<file path="config.mk">
export PLATFORM = sky130hd
export DESIGN_NAME = alarm_timer_top
export DESIGN_NICKNAME = d
export VERILOG_FILES = /design/src/common/alarm_pkg.sv /design/src/verilog/button_conditioner.sv /design/src/verilog/tick_divider.sv /design/src/alarm_controller/alarm_controller.sv /design/src/display/bcd_converter.sv /design/src/display/display_driver.sv /design/src/verilog/buzzer_tone.sv /design/src/verilog/alarm_timer_top.sv
export SDC_FILE = /design/constraint.sdc
export NUM_CORES = 1
export LEC_CHECK = 0
export BUFFER_PORTS_ARGS = -buffer_cell sky130_fd_sc_hd__buf_2
export CAP_MARGIN = 20
export CORE_AREA = 2 2 202 204
export DETAILED_ROUTE_END_ITERATION = 8
export DIE_AREA = 0 0 204 206
export SYNTH_ARGS = -nofsm -noshare
export SYNTH_HDL_FRONTEND = slang
export SYNTH_SLANG_ARGS = --single-unit
</file>
<file path="constraint.sdc">
create_clock -name clk -period 3.9 [get_ports clk]
set_input_delay 0.78 -clock clk [delete_from_list [all_inputs] [get_ports clk]]
set_output_delay 0.78 -clock clk [all_outputs]
set_load 0.05 [all_outputs]
</file>
<file path="src/common/alarm_pkg.sv">
package alarm_pkg;

    localparam int SWITCH_W   = 9;
    localparam int COUNT_W    = 17;  // wide enough for 51100 centiseconds
    localparam int CS_PER_SEC = 100;
    localparam int NUM_DIGITS = 5;

    // timing at a 100 MHz board clock
    localparam int CLKS_PER_TICK_DEFAULT  = 1_000_000;  // one centisecond
    localparam int DEBOUNCE_CLKS_DEFAULT  = 1_000_000;  // 10 ms of stable level
    localparam int SCAN_CLKS_DEFAULT      = 100_000;    // 1 ms per digit
    localparam int TONE_HALF_CLKS_DEFAULT = 25_000;     // 2 kHz tone
    localparam int BLINK_TICKS            = 50;         // half a second per blink phase

    typedef logic [COUNT_W-1:0] count_t;

    // raw button levels or one-cycle press pulses
    typedef struct packed {
        logic pause;
        logic clear;
    } buttons_t;

    typedef enum logic [1:0] {
        SET,
        RUN,
        PAUSE,
        BEEP
    } timer_state_t;

    // registered controller outputs
    typedef struct packed {
        count_t count_cs;
        logic   flash;
        logic   buzz;
    } timer_status_t;

    // digit 0 is hundredths, digit 4 is hundreds of seconds
    typedef logic [NUM_DIGITS-1:0][3:0] bcd_digits_t;

endpackage

</file>
<file path="src/verilog/button_conditioner.sv">
`timescale 1ns/1ps

module button_conditioner #(
    parameter int DEBOUNCE_CLKS = alarm_pkg::DEBOUNCE_CLKS_DEFAULT
) (
    input  logic                clk,
    input  logic                rst,
    input  alarm_pkg::buttons_t buttons,
    output alarm_pkg::buttons_t presses
);

    logic [$bits(alarm_pkg::buttons_t)-1:0] raw;
    logic [$bits(alarm_pkg::buttons_t)-1:0] sync_q1;
    logic [$bits(alarm_pkg::buttons_t)-1:0] sync_q2;
    logic [$bits(alarm_pkg::buttons_t)-1:0] stable;   // accepted debounced level
    logic [$bits(alarm_pkg::buttons_t)-1:0] press_q;
    logic [$bits(alarm_pkg::buttons_t)-1:0][$clog2(DEBOUNCE_CLKS+1)-1:0] hold_cnt;

    assign raw     = buttons;
    assign presses = press_q;

    always_ff @(posedge clk) begin
        if (rst) begin
            sync_q1  <= '0;
            sync_q2  <= '0;
            stable   <= '0;
            press_q  <= '0;
            hold_cnt <= '0;
        end else begin
            sync_q1 <= raw;      // two-flop synchronizer
            sync_q2 <= sync_q1;
            press_q <= '0;
            for (int i = 0; i < $bits(alarm_pkg::buttons_t); i++) begin
                if (sync_q2[i] == stable[i]) begin
                    hold_cnt[i] <= '0;  // bounce back, start over
                end else if (hold_cnt[i] == DEBOUNCE_CLKS) begin
                    stable[i]   <= sync_q2[i];
                    press_q[i]  <= sync_q2[i];  // pulse on press only, not on release
                    hold_cnt[i] <= '0;
                end else begin
                    hold_cnt[i] <= hold_cnt[i] + 1'b1;
                end
            end
        end
    end

endmodule

</file>
<file path="src/verilog/tick_divider.sv">
`timescale 1ns/1ps

module tick_divider #(
    parameter int CLKS_PER_TICK = alarm_pkg::CLKS_PER_TICK_DEFAULT
) (
    input  logic clk,
    input  logic rst,
    output logic tick
);

    logic [$clog2(CLKS_PER_TICK)-1:0] div_cnt;

    always_ff @(posedge clk) begin
        if (rst) begin
            div_cnt <= '0;
            tick    <= 1'b0;
        end else begin
            if (div_cnt == CLKS_PER_TICK - 1) begin
                div_cnt <= '0;
                tick    <= 1'b1;
            end else begin
                div_cnt <= div_cnt + 1'b1;
                tick    <= 1'b0;
            end
        end
    end

endmodule

</file>
<file path="src/alarm_controller/alarm_controller.sv">
`timescale 1ns/1ps

module alarm_controller (
    input  logic                          clk,
    input  logic                          rst,
    input  alarm_pkg::buttons_t           presses,
    input  logic                          tick,
    input  logic [alarm_pkg::SWITCH_W-1:0] switches,
    output alarm_pkg::timer_status_t      status
);

    alarm_pkg::timer_state_t state;
    alarm_pkg::timer_state_t state_d;
    alarm_pkg::count_t       load_cs;
    alarm_pkg::count_t       count_d;

    // seconds from the switches, scaled to centiseconds
    assign load_cs = alarm_pkg::count_t'(switches) * alarm_pkg::count_t'(alarm_pkg::CS_PER_SEC);

    always_comb begin
        state_d = state;
        count_d = status.count_cs;
        case (state)
            alarm_pkg::SET: begin
                count_d = load_cs;  // track the switches while idle
                if (presses.pause) begin
                    // starting from zero goes straight to the alarm
                    state_d = (load_cs == '0) ? alarm_pkg::BEEP : alarm_pkg::RUN;
                end
            end
            alarm_pkg::RUN: begin
                if (presses.pause) begin
                    state_d = alarm_pkg::PAUSE;  // pause wins over clear
                end else if (presses.clear) begin
                    state_d = alarm_pkg::SET;
                    count_d = load_cs;
                end else if (tick) begin
                    if (status.count_cs <= alarm_pkg::count_t'(1)) begin
                        state_d = alarm_pkg::BEEP;
                        count_d = '0;
                    end else begin
                        count_d = status.count_cs - 1'b1;
                    end
                end
            end
            alarm_pkg::PAUSE: begin
                if (presses.pause) begin
                    state_d = alarm_pkg::RUN;  // count stays frozen until next tick
                end else if (presses.clear) begin
                    state_d = alarm_pkg::SET;
                    count_d = load_cs;
                end
            end
            alarm_pkg::BEEP: begin
                count_d = '0;
                if (presses.clear) begin
                    state_d = alarm_pkg::SET;
                    count_d = load_cs;
                end
            end
            default: begin
                state_d = alarm_pkg::SET;
                count_d = load_cs;
            end
        endcase
    end

    always_ff @(posedge clk) begin
        if (rst) begin
            state  <= alarm_pkg::SET;
            status <= '0;
        end else begin
            state           <= state_d;
            status.count_cs <= count_d;
            status.flash    <= (state_d == alarm_pkg::PAUSE) || (state_d == alarm_pkg::BEEP);
            status.buzz     <= (state_d == alarm_pkg::BEEP);
        end
    end

endmodule

</file>
<file path="src/display/bcd_converter.sv">
`timescale 1ns/1ps

module bcd_converter (
    input  logic                          clk,
    input  logic                          rst,
    input  logic [alarm_pkg::COUNT_W-1:0] count_cs,
    output alarm_pkg::bcd_digits_t        digits,
    output logic                          digits_valid
);

    logic                          busy;
    logic [alarm_pkg::COUNT_W-1:0] last_bin;   // value of the last started conversion
    logic [alarm_pkg::COUNT_W-1:0] bin_sr;
    alarm_pkg::bcd_digits_t        bcd_work;
    alarm_pkg::bcd_digits_t        bcd_shifted;
    logic [$bits(alarm_pkg::bcd_digits_t)-1:0] bcd_adjusted;
    logic [$clog2(alarm_pkg::COUNT_W)-1:0] bit_cnt;

    // add 3 to every digit of 5 or more before the shift
    function automatic alarm_pkg::bcd_digits_t add3(input alarm_pkg::bcd_digits_t d);
        alarm_pkg::bcd_digits_t r;
        r = d;
        for (int i = 0; i < alarm_pkg::NUM_DIGITS; i++) begin
            if (d[i] >= 4'd5) begin
                r[i] = d[i] + 4'd3;
            end
        end
        return r;
    endfunction

    assign bcd_adjusted = add3(bcd_work);
    // digit 4 stays below 8, so its top bit drops out of the shift
    assign bcd_shifted  = {bcd_adjusted[$bits(alarm_pkg::bcd_digits_t)-2:0],
                           bin_sr[alarm_pkg::COUNT_W-1]};

    always_ff @(posedge clk) begin
        if (rst) begin
            busy         <= 1'b0;
            last_bin     <= '0;
            bit_cnt      <= '0;
            digits       <= '0;
            digits_valid <= 1'b0;
        end else begin
            digits_valid <= 1'b0;
            if (!busy) begin
                if (count_cs != last_bin) begin
                    busy     <= 1'b1;
                    last_bin <= count_cs;
                    bin_sr   <= count_cs;
                    bcd_work <= '0;
                    bit_cnt  <= '0;
                end
            end else begin
                bin_sr   <= bin_sr << 1;
                bcd_work <= bcd_shifted;
                bit_cnt  <= bit_cnt + 1'b1;
                if (bit_cnt == alarm_pkg::COUNT_W - 1) begin
                    busy         <= 1'b0;
                    digits       <= bcd_shifted;  // publish only the finished result
                    digits_valid <= 1'b1;
                end
            end
        end
    end

endmodule

</file>
<file path="src/display/display_driver.sv">
`timescale 1ns/1ps

module display_driver #(
    parameter int SCAN_CLKS = alarm_pkg::SCAN_CLKS_DEFAULT
) (
    input  logic                             clk,
    input  logic                             rst,
    input  alarm_pkg::bcd_digits_t           digits,
    input  logic                             digits_valid,
    input  logic                             flash,
    input  logic                             tick,
    output logic [6:0]                       seg,
    output logic                             dp,
    output logic [alarm_pkg::NUM_DIGITS-1:0] digit_en
);

    alarm_pkg::bcd_digits_t                          shown;
    logic [$clog2(SCAN_CLKS)-1:0]                    scan_cnt;
    logic [$clog2(alarm_pkg::NUM_DIGITS)-1:0]        digit_sel;
    logic [$clog2(alarm_pkg::NUM_DIGITS)-1:0]        next_sel;
    logic [$clog2(alarm_pkg::BLINK_TICKS)-1:0]       blink_cnt;
    logic                                            blink_off;
    logic                                            blank;

    // active low, bit order gfedcba
    function automatic logic [6:0] seg_code(input logic [3:0] d);
        case (d)
            4'd0:    return 7'b1000000;
            4'd1:    return 7'b1111001;
            4'd2:    return 7'b0100100;
            4'd3:    return 7'b0110000;
            4'd4:    return 7'b0011001;
            4'd5:    return 7'b0010010;
            4'd6:    return 7'b0000010;
            4'd7:    return 7'b1111000;
            4'd8:    return 7'b0000000;
            4'd9:    return 7'b0010000;
            default: return 7'b1111111;
        endcase
    endfunction

    assign next_sel = (digit_sel == alarm_pkg::NUM_DIGITS - 1) ? '0 : digit_sel + 1'b1;
    assign blank    = flash && blink_off;
    assign seg      = blank ? 7'b1111111 : seg_code(shown[digit_sel]);
    assign dp       = !((digit_sel == 2) && !blank);  // point between seconds and hundredths

    always_ff @(posedge clk) begin
        if (digits_valid) begin
            shown <= digits;
        end
    end

    always_ff @(posedge clk) begin
        if (rst) begin
            scan_cnt  <= '0;
            digit_sel <= '0;
            digit_en  <= '1;  // all digits off until the first step
        end else if (scan_cnt == SCAN_CLKS - 1) begin
            scan_cnt  <= '0;
            digit_sel <= next_sel;
            digit_en  <= ~({{(alarm_pkg::NUM_DIGITS-1){1'b0}}, 1'b1} << next_sel);
        end else begin
            scan_cnt <= scan_cnt + 1'b1;
        end
    end

    // blink phase restarts in the on half each time flash is raised
    always_ff @(posedge clk) begin
        if (rst || !flash) begin
            blink_cnt <= '0;
            blink_off <= 1'b0;
        end else if (tick) begin
            if (blink_cnt == alarm_pkg::BLINK_TICKS - 1) begin
                blink_cnt <= '0;
                blink_off <= !blink_off;
            end else begin
                blink_cnt <= blink_cnt + 1'b1;
            end
        end
    end

endmodule

</file>
<file path="src/verilog/buzzer_tone.sv">
`timescale 1ns/1ps

module buzzer_tone #(
    parameter int TONE_HALF_CLKS = alarm_pkg::TONE_HALF_CLKS_DEFAULT
) (
    input  logic clk,
    input  logic rst,
    input  logic buzz,
    output logic buzzer
);

    logic [$clog2(TONE_HALF_CLKS)-1:0] half_cnt;

    always_ff @(posedge clk) begin
        if (rst || !buzz) begin
            half_cnt <= '0;
            buzzer   <= 1'b0;  // silent and low when not alarming
        end else if (half_cnt == TONE_HALF_CLKS - 1) begin
            half_cnt <= '0;
            buzzer   <= !buzzer;
        end else begin
            half_cnt <= half_cnt + 1'b1;
        end
    end

endmodule

</file>
<file path="src/verilog/alarm_timer_top.sv">
`timescale 1ns/1ps

module alarm_timer_top #(
    parameter int CLKS_PER_TICK  = alarm_pkg::CLKS_PER_TICK_DEFAULT,
    parameter int DEBOUNCE_CLKS  = alarm_pkg::DEBOUNCE_CLKS_DEFAULT,
    parameter int SCAN_CLKS      = alarm_pkg::SCAN_CLKS_DEFAULT,
    parameter int TONE_HALF_CLKS = alarm_pkg::TONE_HALF_CLKS_DEFAULT
) (
    input  logic                             clk,
    input  logic                             rst,
    input  alarm_pkg::buttons_t              buttons,
    input  logic [alarm_pkg::SWITCH_W-1:0]   switches,
    output logic [6:0]                       seg,
    output logic                             dp,
    output logic [alarm_pkg::NUM_DIGITS-1:0] digit_en,
    output logic                             buzzer,
    output alarm_pkg::timer_status_t         status     // also drives the board LEDs
);

    alarm_pkg::buttons_t    presses;
    alarm_pkg::bcd_digits_t digits;
    logic                   digits_valid;
    logic                   tick;

    button_conditioner #(.DEBOUNCE_CLKS(DEBOUNCE_CLKS)) button_conditioner_inst (
        .clk     (clk),
        .rst     (rst),
        .buttons (buttons),
        .presses (presses)
    );

    tick_divider #(.CLKS_PER_TICK(CLKS_PER_TICK)) tick_divider_inst (
        .clk  (clk),
        .rst  (rst),
        .tick (tick)
    );

    alarm_controller alarm_controller_inst (
        .clk      (clk),
        .rst      (rst),
        .presses  (presses),
        .tick     (tick),
        .switches (switches),
        .status   (status)
    );

    bcd_converter bcd_converter_inst (
        .clk          (clk),
        .rst          (rst),
        .count_cs     (status.count_cs),
        .digits       (digits),
        .digits_valid (digits_valid)
    );

    display_driver #(.SCAN_CLKS(SCAN_CLKS)) display_driver_inst (
        .clk          (clk),
        .rst          (rst),
        .digits       (digits),
        .digits_valid (digits_valid),
        .flash        (status.flash),
        .tick         (tick),
        .seg          (seg),
        .dp           (dp),
        .digit_en     (digit_en)
    );

    buzzer_tone #(.TONE_HALF_CLKS(TONE_HALF_CLKS)) buzzer_tone_inst (
        .clk    (clk),
        .rst    (rst),
        .buzz   (status.buzz),
        .buzzer (buzzer)
    );

endmodule

</file>
==> metrics.md, run 1 <==
| Metric | Value |
|---|---|
| Status | completed |
| Worst-path clk slew | 0.06 ns |
| Crit path time final | 3.61 ns |
| Setup TNS | 0 ns |
| CP required | 3.12 ns |
| Max VDD drop | 302 µV |
| Mux cell area share after synthesis | 0.0384 |
| Num rows | 74 |
| Layout net count | 1,376 |
| DRC | 0 |
| Mapped Area | 11,800 µm² |
| Avg Cell Area, Syn | 9.40 µm² |
| Worst-path fanout max | 5 |
| RSZ-0062 raised after global routing | no |
| Final setup margin | 0.287 ns |
| Top post-synthesis cells by area | dfxtp_1 31%, edfxtp_1 14%, ha_1 6.9%, nor2_1 5.6%, xor2_1 5.4% |
| Routed wire length | 24.0 mm |
| Synth top area share | 0.309 |
| Ys flop type | dfxtp_1 |
| Post-synth EDFFs | 57 |
| Die Y | 206 µm |
| Fmax | 277 MHz |
| Cts bufs inserted | 26 |
| Syn nets | 1,338 |
| Max-slew violations | 0 |
| Final ANT Viol Nets | 0 |
| Area Growth Syn to Fin | 14.3% |
| Synth area leader | dfxtp_1 |
| Slew HR | 0.289 |
| Initial core utilization | 0.294 |
| Hpwl dp | 16.9 mm |
| Horiz. Die Dim | 204 µm |
| Initial antenna violation count | 0 |
| # port buffers | 45 |
| Max_cap viols | 0 |
| Via-per-instance ratio | 4.72 |
| Die area | 42,000 µm² |
| Power Density | 453 nW/µm² |
| CTS Root Cell | clkbuf_16 |
| Yosys cell types | 70 |
| Compound-gate portion of the synthesized area | 0.0854 |
| Final Cycle Share | 0.926 |
| Total gr overflow | 0 |
| CP Launch Type | flip-flop |
| Number of synthesized register bits | 239 |
| Endpoints failing hold | 0 |
| Main combinational cell family by area after synthesis | simple AND/OR/NAND/NOR gates |
| Final setup vio count | 0 |
| Setup crit end kind | output pin |
| Pre-antenna DRT Iters | 5 |
| Pre-CTS setup slack | -0.144 ns |
| GPL Wtd Cong | 0.792 |
| Number of global-route vias before repair | 8,183 |
| Max clock buf depth | 3 |
| Setup Crit Path Kind | reg2out |
| N_diodes | 0 |
| Leakage | 5.03 nW |
| Cells after synthesis | 1,256 |
| Post-synth top cells | 182 x dfxtp_1, 177 x nor2_1, 102 x nand2_1, 73 x xor2_1, 65 x ha_1 |
| WP data arrival | 2.83 ns |
| XOR/XNOR share of the synthesized area | 0.0853 |
| Worst hold path class | reg2reg |
| First-pass GRT wire length | 39.8 mm |
| CTS tree | built |
| Layout cells sized above 1 | 0.0997 |
| Clock skew | 0.0203 ns |
| Worst-skew pair later-pin latency | 0.53 ns |
| Sequential area share after synthesis | 0.454 |
| Routed len/inst | 13.0 µm |
| TritonCTS Sinks | 239 |
| Yosys warnings | 0 |
| Via count | 8,722 |
| Slew at the pin closest to its max-slew limit | 1.06 ns |
| Most numerous cell in the Yosys netlist | dfxtp_1 |
| Fraction of registers with async set/reset | 0 |
| Core area | 40,200 µm² |
| Largest net degree at the start of global routing | 60 |
| Post-Route Utilization | 0.336 |
| Overall routing resource usage | 0.114 |
| Post-Synth Simple-Gate Area | 0.224 |
| Post-synthesis adder-cell area fraction | 0.0757 |
| DRT iter0 DRCs | 469 |
| Ports | 46 |
| Power after layout | 6.12 mW |
| Htree depth | 1 |
[what timing repair did]
item | in CTS | in global routing
hold endpoints to repair | 0 | 0
resized for setup | 0 | 2
endpoints found under the setup margin | 0 | 4
hold buffers | 0 | 0
buffers inserted | 0 | 0
[power by group]
part	switching [mW]	internal, mW	total [mW]
Clock	0.985	1.52	2.50
Combinational	0.519	0.343	0.862
Sequential	0.112	2.64	2.76
[placed cells by master, fill, tap and decap left out, types with 6 or more instances in the layout]
master	instances
clkbuf_16	29
mux2i_1	25
inv_1	54
or2_2	7
mux2_2	10
dfxtp_1	182
nor3b_1	15
o21ai_1	6
a211oi_1	11
nand3_1	48
and3_1	19
xor2_1	73
nor2b_1	17
or3_1	10
edfxtp_1	57
clkbuf_1	8
nor4b_1	7
buf_4	15
a31oi_1	6
nor4_1	7
xnor2_1	42
nor3_1	25
o21ai_0	30
a21oi_1	59
and4_1	6
nand4_1	24
ha_1	65
nand2_1	102
and2_1	18
nor2_1	176
nand2b_1	24
buf_2	45
[final timing paths]
kind	start	endpoint	slack, ns	cells past startpoint
worst min-delay path	bcd_converter_inst.digits[14]	display_driver_inst.shown[14]	0.43	0
worst max-delay path	display_driver_inst.digit_sel[0]	seg[6]	0.29	8
worst max register to register	alarm_controller_inst.status[4]	alarm_controller_inst.status[7]	1.29	6
worst min register to register	bcd_converter_inst.digits[14]	display_driver_inst.shown[14]	0.43	0
[stage by stage]
step / cells / cell area [µm²] / hold slack, ns
final: 1846 / 13500 / 0.431
after global routing: 1846 / 13500 / 0.444
after CTS: 1845 / 13500 / 0.429
after detailed placement: 1797 / 12600 / 0.416
after global placement: 1797 / 12600 / 0.416
after floorplan: 1256 / 11800 / 0.408
[metal layers]
metal	global-route usage	up-vias	share of wire	wire, µm
li1	-	4427	-	-
met5	0	-	0	0
met3	0.0159	23	0.036	870
met2	0.191	144	0.45	10900
met4	0.0290	0	0.017	405
met1	0.153	4128	0.49	11800
[layout make-up]
class / count / area (µm²)
clock buffer: 39 / 783
clock inverter: 9 / 93.8
fill: 4166 / 26700
inverter: 55 / 206
multi-input combinational: 911 / 6030
sequential: 239 / 5360
tap: 532 / 666
timing repair buffer: 61 / 365
[flip-flops by register name, indices dropped and copies added, names as in the netlist, 19 cells and up]
signal,cells
bcd_converter_inst.digits,20
button_conditioner_inst.hold_cnt,40
alarm_controller_inst.status,19
bcd_converter_inst.bcd_work,20
display_driver_inst.shown,20
tick_divider_inst.div_cnt,20
[cell families (layout without fill, tap and decap cells)]
group           count (synthesis)  after routing
buf+inv                       106            164
mux                            39             39
simple gates                  530            530
compound gates                158            158
fa+ha+maj                      69             69
flops                         239            239
xor+xnor                      115            115
[worst max-delay path, stage by stage, from the launching register on]
cell       delay, ns
dfxtp_1         0.52
mux4_2          0.56
a2bb2oi_2       0.27
inv_1           0.15
ha_1            0.21
nand2b_1        0.15
a21oi_1         0.13
o21ai_0         0.09
buf_2           0.23
Power figures use the tool's default switching activity.
==> run 2, diff against run 1 <==
==> constraint.sdc (replaced) <==
create_clock -name clk -period 3.9 [get_ports clk]
set_input_delay 1.17 -clock clk [delete_from_list [all_inputs] [get_ports clk]]
set_output_delay 1.17 -clock clk [all_outputs]
set_load 0.05 [all_outputs]
==> run 2 against run 1 <==
  * Core utilization grew 0.92 points
  * Sequential power about the same
  * Global-route usage is 0.17 points higher
  * Register-to-register slack worse by 0.04 ns
  * Largest cell class unchanged
  * Highest routed layer unchanged
==> metrics.md, run 2 (same netlist as run 1, synthesis figures left out) <==
| Metric | Value |
|---|---|
| Largest register FFs | 40 (unchanged) |
| Post-Route Utilization | 0.345 (+0.00915) |
| Worst r2r dst | bcd_converter_inst.bcd_work[16] |
| Htree depth | 1 (unchanged) |
| Fmax | 265 MHz (-4.4%) |
| Worst hold path class | reg2reg |
| Initial antenna violation count | 0 (unchanged) |
| Layout net count | 1,412 (+2.6%) |
| Fillers | 4,111 (-1.3%) |
| Final setup margin | 0.121 ns (-0.166 ns) |
| Max clock buf depth | 3 (unchanged) |
| Horiz. Die Dim | 204 µm (unchanged) |
| Area after DPL | 12,900 µm² (+2.3%) |
| Finished Cell Area | 13,900 µm² (+2.7%) |
| CP required | 2.73 ns (-0.39 ns) |
| TritonCTS Sinks | 239 (unchanged) |
| Reg power frac | 0.436 (-0.014) |
| Setup Crit Path Kind | reg2out |
| Reg-to-Reg Start | alarm_controller_inst.status[13] |
| Psw | 1.70 mW (+5.1%) |
| Max VDD drop | 335 µV (+11%) |
| Setup TNS | 0 ns (unchanged) |
| Power after layout | 6.32 mW (+3.3%) |
| Ports | 46 (unchanged) |
| Most common cell after layout, fill and taps aside | dfxtp_1 |
| Area Growth Syn to Fin | 17.5% |
| Hpwl dp | 17.0 mm (+0.74%) |
| FF-to-FF setup slack | 1.25 ns (-0.04 ns) |
| Via-per-instance ratio | 4.66 (-1.3%) |
| Largest net degree at the start of global routing | 33 (-45%) |
| CP Launch Type | flip-flop |
| # port buffers | 45 (unchanged) |
| Max_cap viols | 0 (unchanged) |
| Clock skew | 0.0242 ns (+0.00395 ns) |
| Pre-CTS setup slack | -0.395 ns (-0.251 ns) |
| Top reg by flops | button_conditioner_inst.hold_cnt |
| Worst-path clk slew | 0.06 ns (about the same) |
| Final ANT Viol Nets | 0 (unchanged) |
| Max-slew violations | 0 (unchanged) |
| Status | completed |
| Slew at the pin closest to its max-slew limit | 0.995 ns (-0.0675 ns) |
| Via count | 8,784 (+0.71%) |
| Sw Share | 0.269 (+0.00469) |
| Slew HR | 0.334 (+0.0452) |
| Die area | 42,000 µm² (unchanged) |
| Commonest cells after routing, fill and taps aside | 180 x dfxtp_1, 176 x nor2_1, 102 x nand2_1 |
| Power Density | 456 nW/µm² (+0.57%) |
| Overall routing resource usage | 0.115 (+0.00170) |
| Cells on worst reg2reg path | 6 (unchanged) |
| Hold path cells | 0 (unchanged) |
| Endpoints failing hold | 0 (unchanged) |
| Num rows | 74 (unchanged) |
| Routed wire length | 24.1 mm (+0.24%) |
| Core area | 40,200 µm² (unchanged) |
| Pre-antenna DRT Iters | 5 (unchanged) |
| Initial core utilization | 0.294 (unchanged) |
| DRC | 0 (unchanged) |
| Final setup vio count | 0 (unchanged) |
| Leakage | 5.22 nW (+3.6%) |
| Layout cells sized above 1 | 0.130 (+0.0306) |
| WP data arrival | 2.61 ns (-0.22 ns) |
| Number of global-route vias before repair | 8,578 (+4.8%) |
| Total gr overflow | 0 (unchanged) |
| Final Cycle Share | 0.969 (+0.0425) |
| Crit path time final | 3.78 ns (+0.166 ns) |
| Die Y | 206 µm (unchanged) |
| Logic gate share of total power | 0.153 (+0.012) |
| Internal power | 4.62 mW (+2.6%) |
| Worst-path fanout max | 10 (+5) |
| First-pass GRT wire length | 41.1 mm (+3.2%) |
| CTS tree | built |
| RSZ-0062 raised after global routing | yes |
| CTS Root Cell | clkbuf_16 |
| Worst hold path endpoint | display_driver_inst.shown[13] |
| N_diodes | 0 (unchanged) |
| GPL Wtd Cong | 0.792 (about the same) |
| DRT iter0 DRCs | 428 (-8.7%) |
| Setup crit end kind | output pin |
| Clk network pwr share | 0.412 (+0.003) |
| Worst-skew pair later-pin latency | 0.55 ns (+0.02 ns) |
| Cts bufs inserted | 28 (+7.7%) |
| Routed len/inst | 12.8 µm (-1.7%) |
| Min-delay src | bcd_converter_inst.digits[13] |
| Hold_buf cts | 0 (unchanged) |
[run 2: critical path, cell delays in order, from the launching register on]
cell and delay [ns]:
dfxtp_2 0.36, buf_4 0.19, mux4_2 0.56, mux2_2 0.33, nand2b_1 0.12, a21oi_1 0.07, o21ai_0 0.15, buf_2 0.28
[run 2: through the flow]
step,instances,hold WS [ns]
3_3_place_gp,1831,0.420
2_1_floorplan,1256,0.408
4_1_cts,1882,0.432
3_5_place_dp,1831,0.418
6_report,1883,0.434
5_1_grt,1883,0.447
[run 2: how the worst max path moves through the flow]
stage | startpoint | end
after floorplan | switches[4] | alarm_controller_inst.status[0]
after global placement | switches[3] | alarm_controller_inst.status[0]
after detailed placement | switches[3] | alarm_controller_inst.status[0]
after global routing | display_driver_inst.digit_sel[0] | seg[5]
after CTS | display_driver_inst.digit_sel[0] | seg[5]
final | display_driver_inst.digit_sel[0] | seg[5]
[run 2: power groups by stage]
stage	sequential [mW]	combinational [mW]	clock, mW
4_1_cts	2.75	0.965	2.68
3_3_place_gp	2.80	0.947	0
2_1_floorplan	2.87	0.577	0
5_1_grt	2.77	1.07	2.78
3_5_place_dp	2.81	0.960	0
6_report	2.75	0.965	2.60
[run 2: layout make-up]
class / count / area, µm² / area share
clock inverters: 16 / 188 / 0.0135
clock buffers: 35 / 747 / 0.0539
inverters: 55 / 206 / 0.0149
multi-input cells: 911 / 6080 / 0.439
flip-flops and latches: 239 / 5360 / 0.386
repair buffers: 95 / 619 / 0.0447
well taps: 532 / 666 / 0.0480
[run 2: routing by layer]
layer  track usage  vias up  share of wire
met4        0.0256        0          0.014
met3        0.0140       28          0.033
li1              -     4499              -
met1         0.154     4116           0.49
met5             0        -              0
met2         0.199      141           0.46
[run 2: timing repair]
item,4_1_cts,5_1_grt
buffers inserted,0,0
cloned,0,0
resized for setup,3,8
setup endpoints to repair,6,9
==> run 3, diff against run 2 <==
--- a/config.mk
+++ b/config.mk
@@ -7,9 +7,12 @@
 export LEC_CHECK = 0
 export BUFFER_PORTS_ARGS = -buffer_cell sky130_fd_sc_hd__buf_2
 export CAP_MARGIN = 20
+export CELL_PAD_IN_SITES_DETAIL_PLACEMENT = 0
+export CELL_PAD_IN_SITES_GLOBAL_PLACEMENT = 1
 export CORE_AREA = 2 2 202 204
 export DETAILED_ROUTE_END_ITERATION = 8
 export DIE_AREA = 0 0 204 206
+export PLACE_DENSITY_LB_ADDON = 0.1
 export SYNTH_ARGS = -nofsm -noshare
 export SYNTH_HDL_FRONTEND = slang
 export SYNTH_SLANG_ARGS = --single-unit
==> run 3 against run 2 <==
  * Non-clock buffer count up 2
  * Power increased by 5.3%
  * Count of clock-buffer cells in the layout increased by 9
  * Sequential power barely moved
  * Critical endpoint is now seg[0]
  * Critical path depth increased by 2
  * Design area rose by 0.83%
  * Largest cell class unchanged
  * Final cell count increased by 0.21%
  * Worst hold slack worse by 0.015 ns
  * Clock power is 12% higher
  * Combinational power up 2.7%
==> metrics.md, run 3 (same netlist as run 1, synthesis figures left out) <==
| Metric | Value |
|---|---|
| DRT iter0 DRCs | 388 (-9.3%) |
| Final non-filler cell total | 1,887 (+0.21%) |
| Worst r2r dst | alarm_controller_inst.status[8] |
| Slew at the pin closest to its max-slew limit | 0.850 ns (-0.145 ns) |
| CTS Root Cell | clkbuf_16 |
| Most common cell after layout, fill and taps aside | dfxtp_1 |
| Die area | 42,000 µm² (unchanged) |
| Initial core utilization | 0.294 (unchanged) |
| Clock skew | 0.0162 ns (-0.00800 ns) |
| Area Growth Syn to Fin | 18.4% |
| Cells on worst reg2reg path | 6 (unchanged) |
| Critical Path End | seg[0] |
| Fin Hold WS | 0.419 ns (-0.0152 ns) |
| WP data arrival | 2.56 ns (-0.05 ns) |
| CP required | 2.73 ns (about the same) |
| Area of the multi-input gates | 6070 µm² (-0.14%) |
| Worst-path fanout max | 4 (-6) |
| Routing usage on met2 | 0.224 (+0.0250) |
| Leakage | 5.30 nW (+1.6%) |
| Htree depth | 1 (unchanged) |
| Routed wire length | 27.3 mm (+13%) |
| Power Density | 476 nW/µm² (+4.4%) |
| Horiz. Die Dim | 204 µm (unchanged) |
| Commonest cells after routing, fill and taps aside | 179 x dfxtp_1, 176 x nor2_1, 102 x nand2_1 |
| Post-Route Utilization | 0.348 (+0.00286) |
| CTS tree | built |
| GRT met1 Usage | 0.177 (+0.0224) |
| Final setup vio count | 0 (unchanged) |
| TritonCTS Sinks | 239 (unchanged) |
| Endpoints failing hold | 0 (unchanged) |
| Final ANT Viol Nets | 0 (unchanged) |
| Worst-skew pair later-pin latency | 0.55 ns (about the same) |
| Pre-antenna DRT Iters | 4 (-1) |
| Max clock buf depth | 3 (unchanged) |
| Cts bufs inserted | 29 (+3.6%) |
| Dpl cells | 1,832 (+0.055%) |
| Number of global-route vias before repair | 8,831 (+2.9%) |
| Largest net degree at the start of global routing | 50 (+52%) |
| Layout cells sized above 1 | 0.137 (+0.00626) |
| DRC | 0 (unchanged) |
| Post-CTS setup buffers | 0 (unchanged) |
| RSZ-0062 raised after global routing | no |
| Slew HR | 0.433 (+0.0991) |
| Largest register FFs | 40 (unchanged) |
| Reg-to-Reg Start | alarm_controller_inst.status[4] |
| Max VDD drop | 289 µV (-14%) |
| Routed len/inst | 14.5 µm (+13%) |
| Status | completed |
| Core area | 40,200 µm² (unchanged) |
| Max_cap viols | 0 (unchanged) |
| Setup crit end kind | output pin |
| Area after DPL | 12,900 µm² (about the same) |
| Crit path time final | 3.73 ns (-0.0499 ns) |
| Top reg by flops | button_conditioner_inst.hold_cnt |
| GRT Max-Usage Layer | met2 |
| M3 GR Usage | 0.0197 (+0.00568) |
| Finished Cell Area | 14,000 µm² (+0.83%) |
| First-pass GRT wire length | 45.6 mm (+11%) |
| Worst-path clk slew | 0.06 ns (about the same) |
| Num rows | 74 (unchanged) |
| Initial antenna violation count | 0 (unchanged) |
| FF-to-FF setup slack | 1.11 ns (-0.14 ns) |
| Overall routing resource usage | 0.133 (+0.0176) |
| Critical Path Start | display_driver_inst.digit_sel[0] |
| GPL Wtd Cong | 0.758 (-4.3%) |
| Layout net count | 1,415 (+0.21%) |
| Die Y | 206 µm (unchanged) |
| Total gr overflow | 0 (unchanged) |
| Ports | 46 (unchanged) |
| N_diodes | 0 (unchanged) |
| Final Cycle Share | 0.956 (-0.0128) |
| Power after layout | 6.66 mW (+5.3%) |
| Via count | 8,737 (-0.54%) |
| Hold_buf cts | 0 (unchanged) |
| Fillers | 4,212 (+2.5%) |
| # port buffers | 45 (unchanged) |
| CP Launch Type | flip-flop |
| Flip-flop and latch area | 5360 µm² (about the same) |
| Max-slew violations | 0 (unchanged) |
| Setup Crit Path Kind | reg2out |
| Via-per-instance ratio | 4.63 (-0.75%) |
| Worst hold path class | reg2reg |
| Fmax | 268 MHz (+1.3%) |
| Hpwl dp | 19.1 mm (+12%) |
[run 3: changes by cell type in the layout (fill, tap and decap cells not counted), sizes merged]
cell,previous run,this run
clkinvlp,3,0
clkbuf,36,44
buf,94,97
bufinv,3,4
clkinv,9,6
inv,56,54
[run 3: metal layers]
metal | share of wire | up-vias
li1 | - | 4510
met5 | 0 | -
met2 | 0.46 | 101
met1 | 0.49 | 4090
met3 | 0.034 | 36
met4 | 0.021 | 0
[run 3: cell type report]
class	count	share of cell area
Inverter	55	0.0148
Clock buffer	44	0.0641
Timing Repair Buffer	97	0.0453
Sequential cell	239	0.383
Multi-Input combinational cell	911	0.434
Clock inverter	9	0.0104
Tap cell	532	0.0476
[run 3: worst max-delay path, stage by stage, from the launching register on]
cell	delay, ns
dfxtp_4	0.38
mux4_2	0.51
a2bb2oi_1	0.24
buf_4	0.17
ha_1	0.13
mux2i_1	0.06
nand2_1	0.12
o31ai_1	0.08
nand2_1	0.08
buf_2	0.26
[run 3: worst min-delay path by stage]
stage | slack (ns) | endpoint | startpoint | depth (start not counted)
2_1_floorplan | 0.41 | display_driver_inst.shown[0] | bcd_converter_inst.digits[0] | 0
3_3_place_gp | 0.42 | display_driver_inst.shown[16] | bcd_converter_inst.digits[16] | 0
3_5_place_dp | 0.42 | display_driver_inst.shown[7] | bcd_converter_inst.digits[7] | 0
4_1_cts | 0.43 | display_driver_inst.shown[11] | bcd_converter_inst.digits[11] | 0
5_1_grt | 0.44 | display_driver_inst.shown[9] | bcd_converter_inst.digits[9] | 0
6_report | 0.42 | display_driver_inst.shown[11] | bcd_converter_inst.digits[11] | 0
[run 3: timing repair]
item,CTS,global route
hold endpoints to repair,0,0
pin swaps,0,1
resized for setup,5,5
setup endpoints to repair,7,7
[run 3: metrics by stage]
step	setup TNS (ns)	setup WS, ns
3_5_place_dp	-1.55	-0.326
5_1_grt	0	0.0120
6_report	0	0.171
3_3_place_gp	-1.54	-0.321
2_1_floorplan	0	0.00188
4_1_cts	0	0.0683
[run 3: report_power, final]
part,switching [mW],internal [mW],leakage [nW]
logic,0.567,0.424,2.75
registers,0.118,2.64,2.04
clock network,1.07,1.84,0.515
total,1.75,4.91,5.30
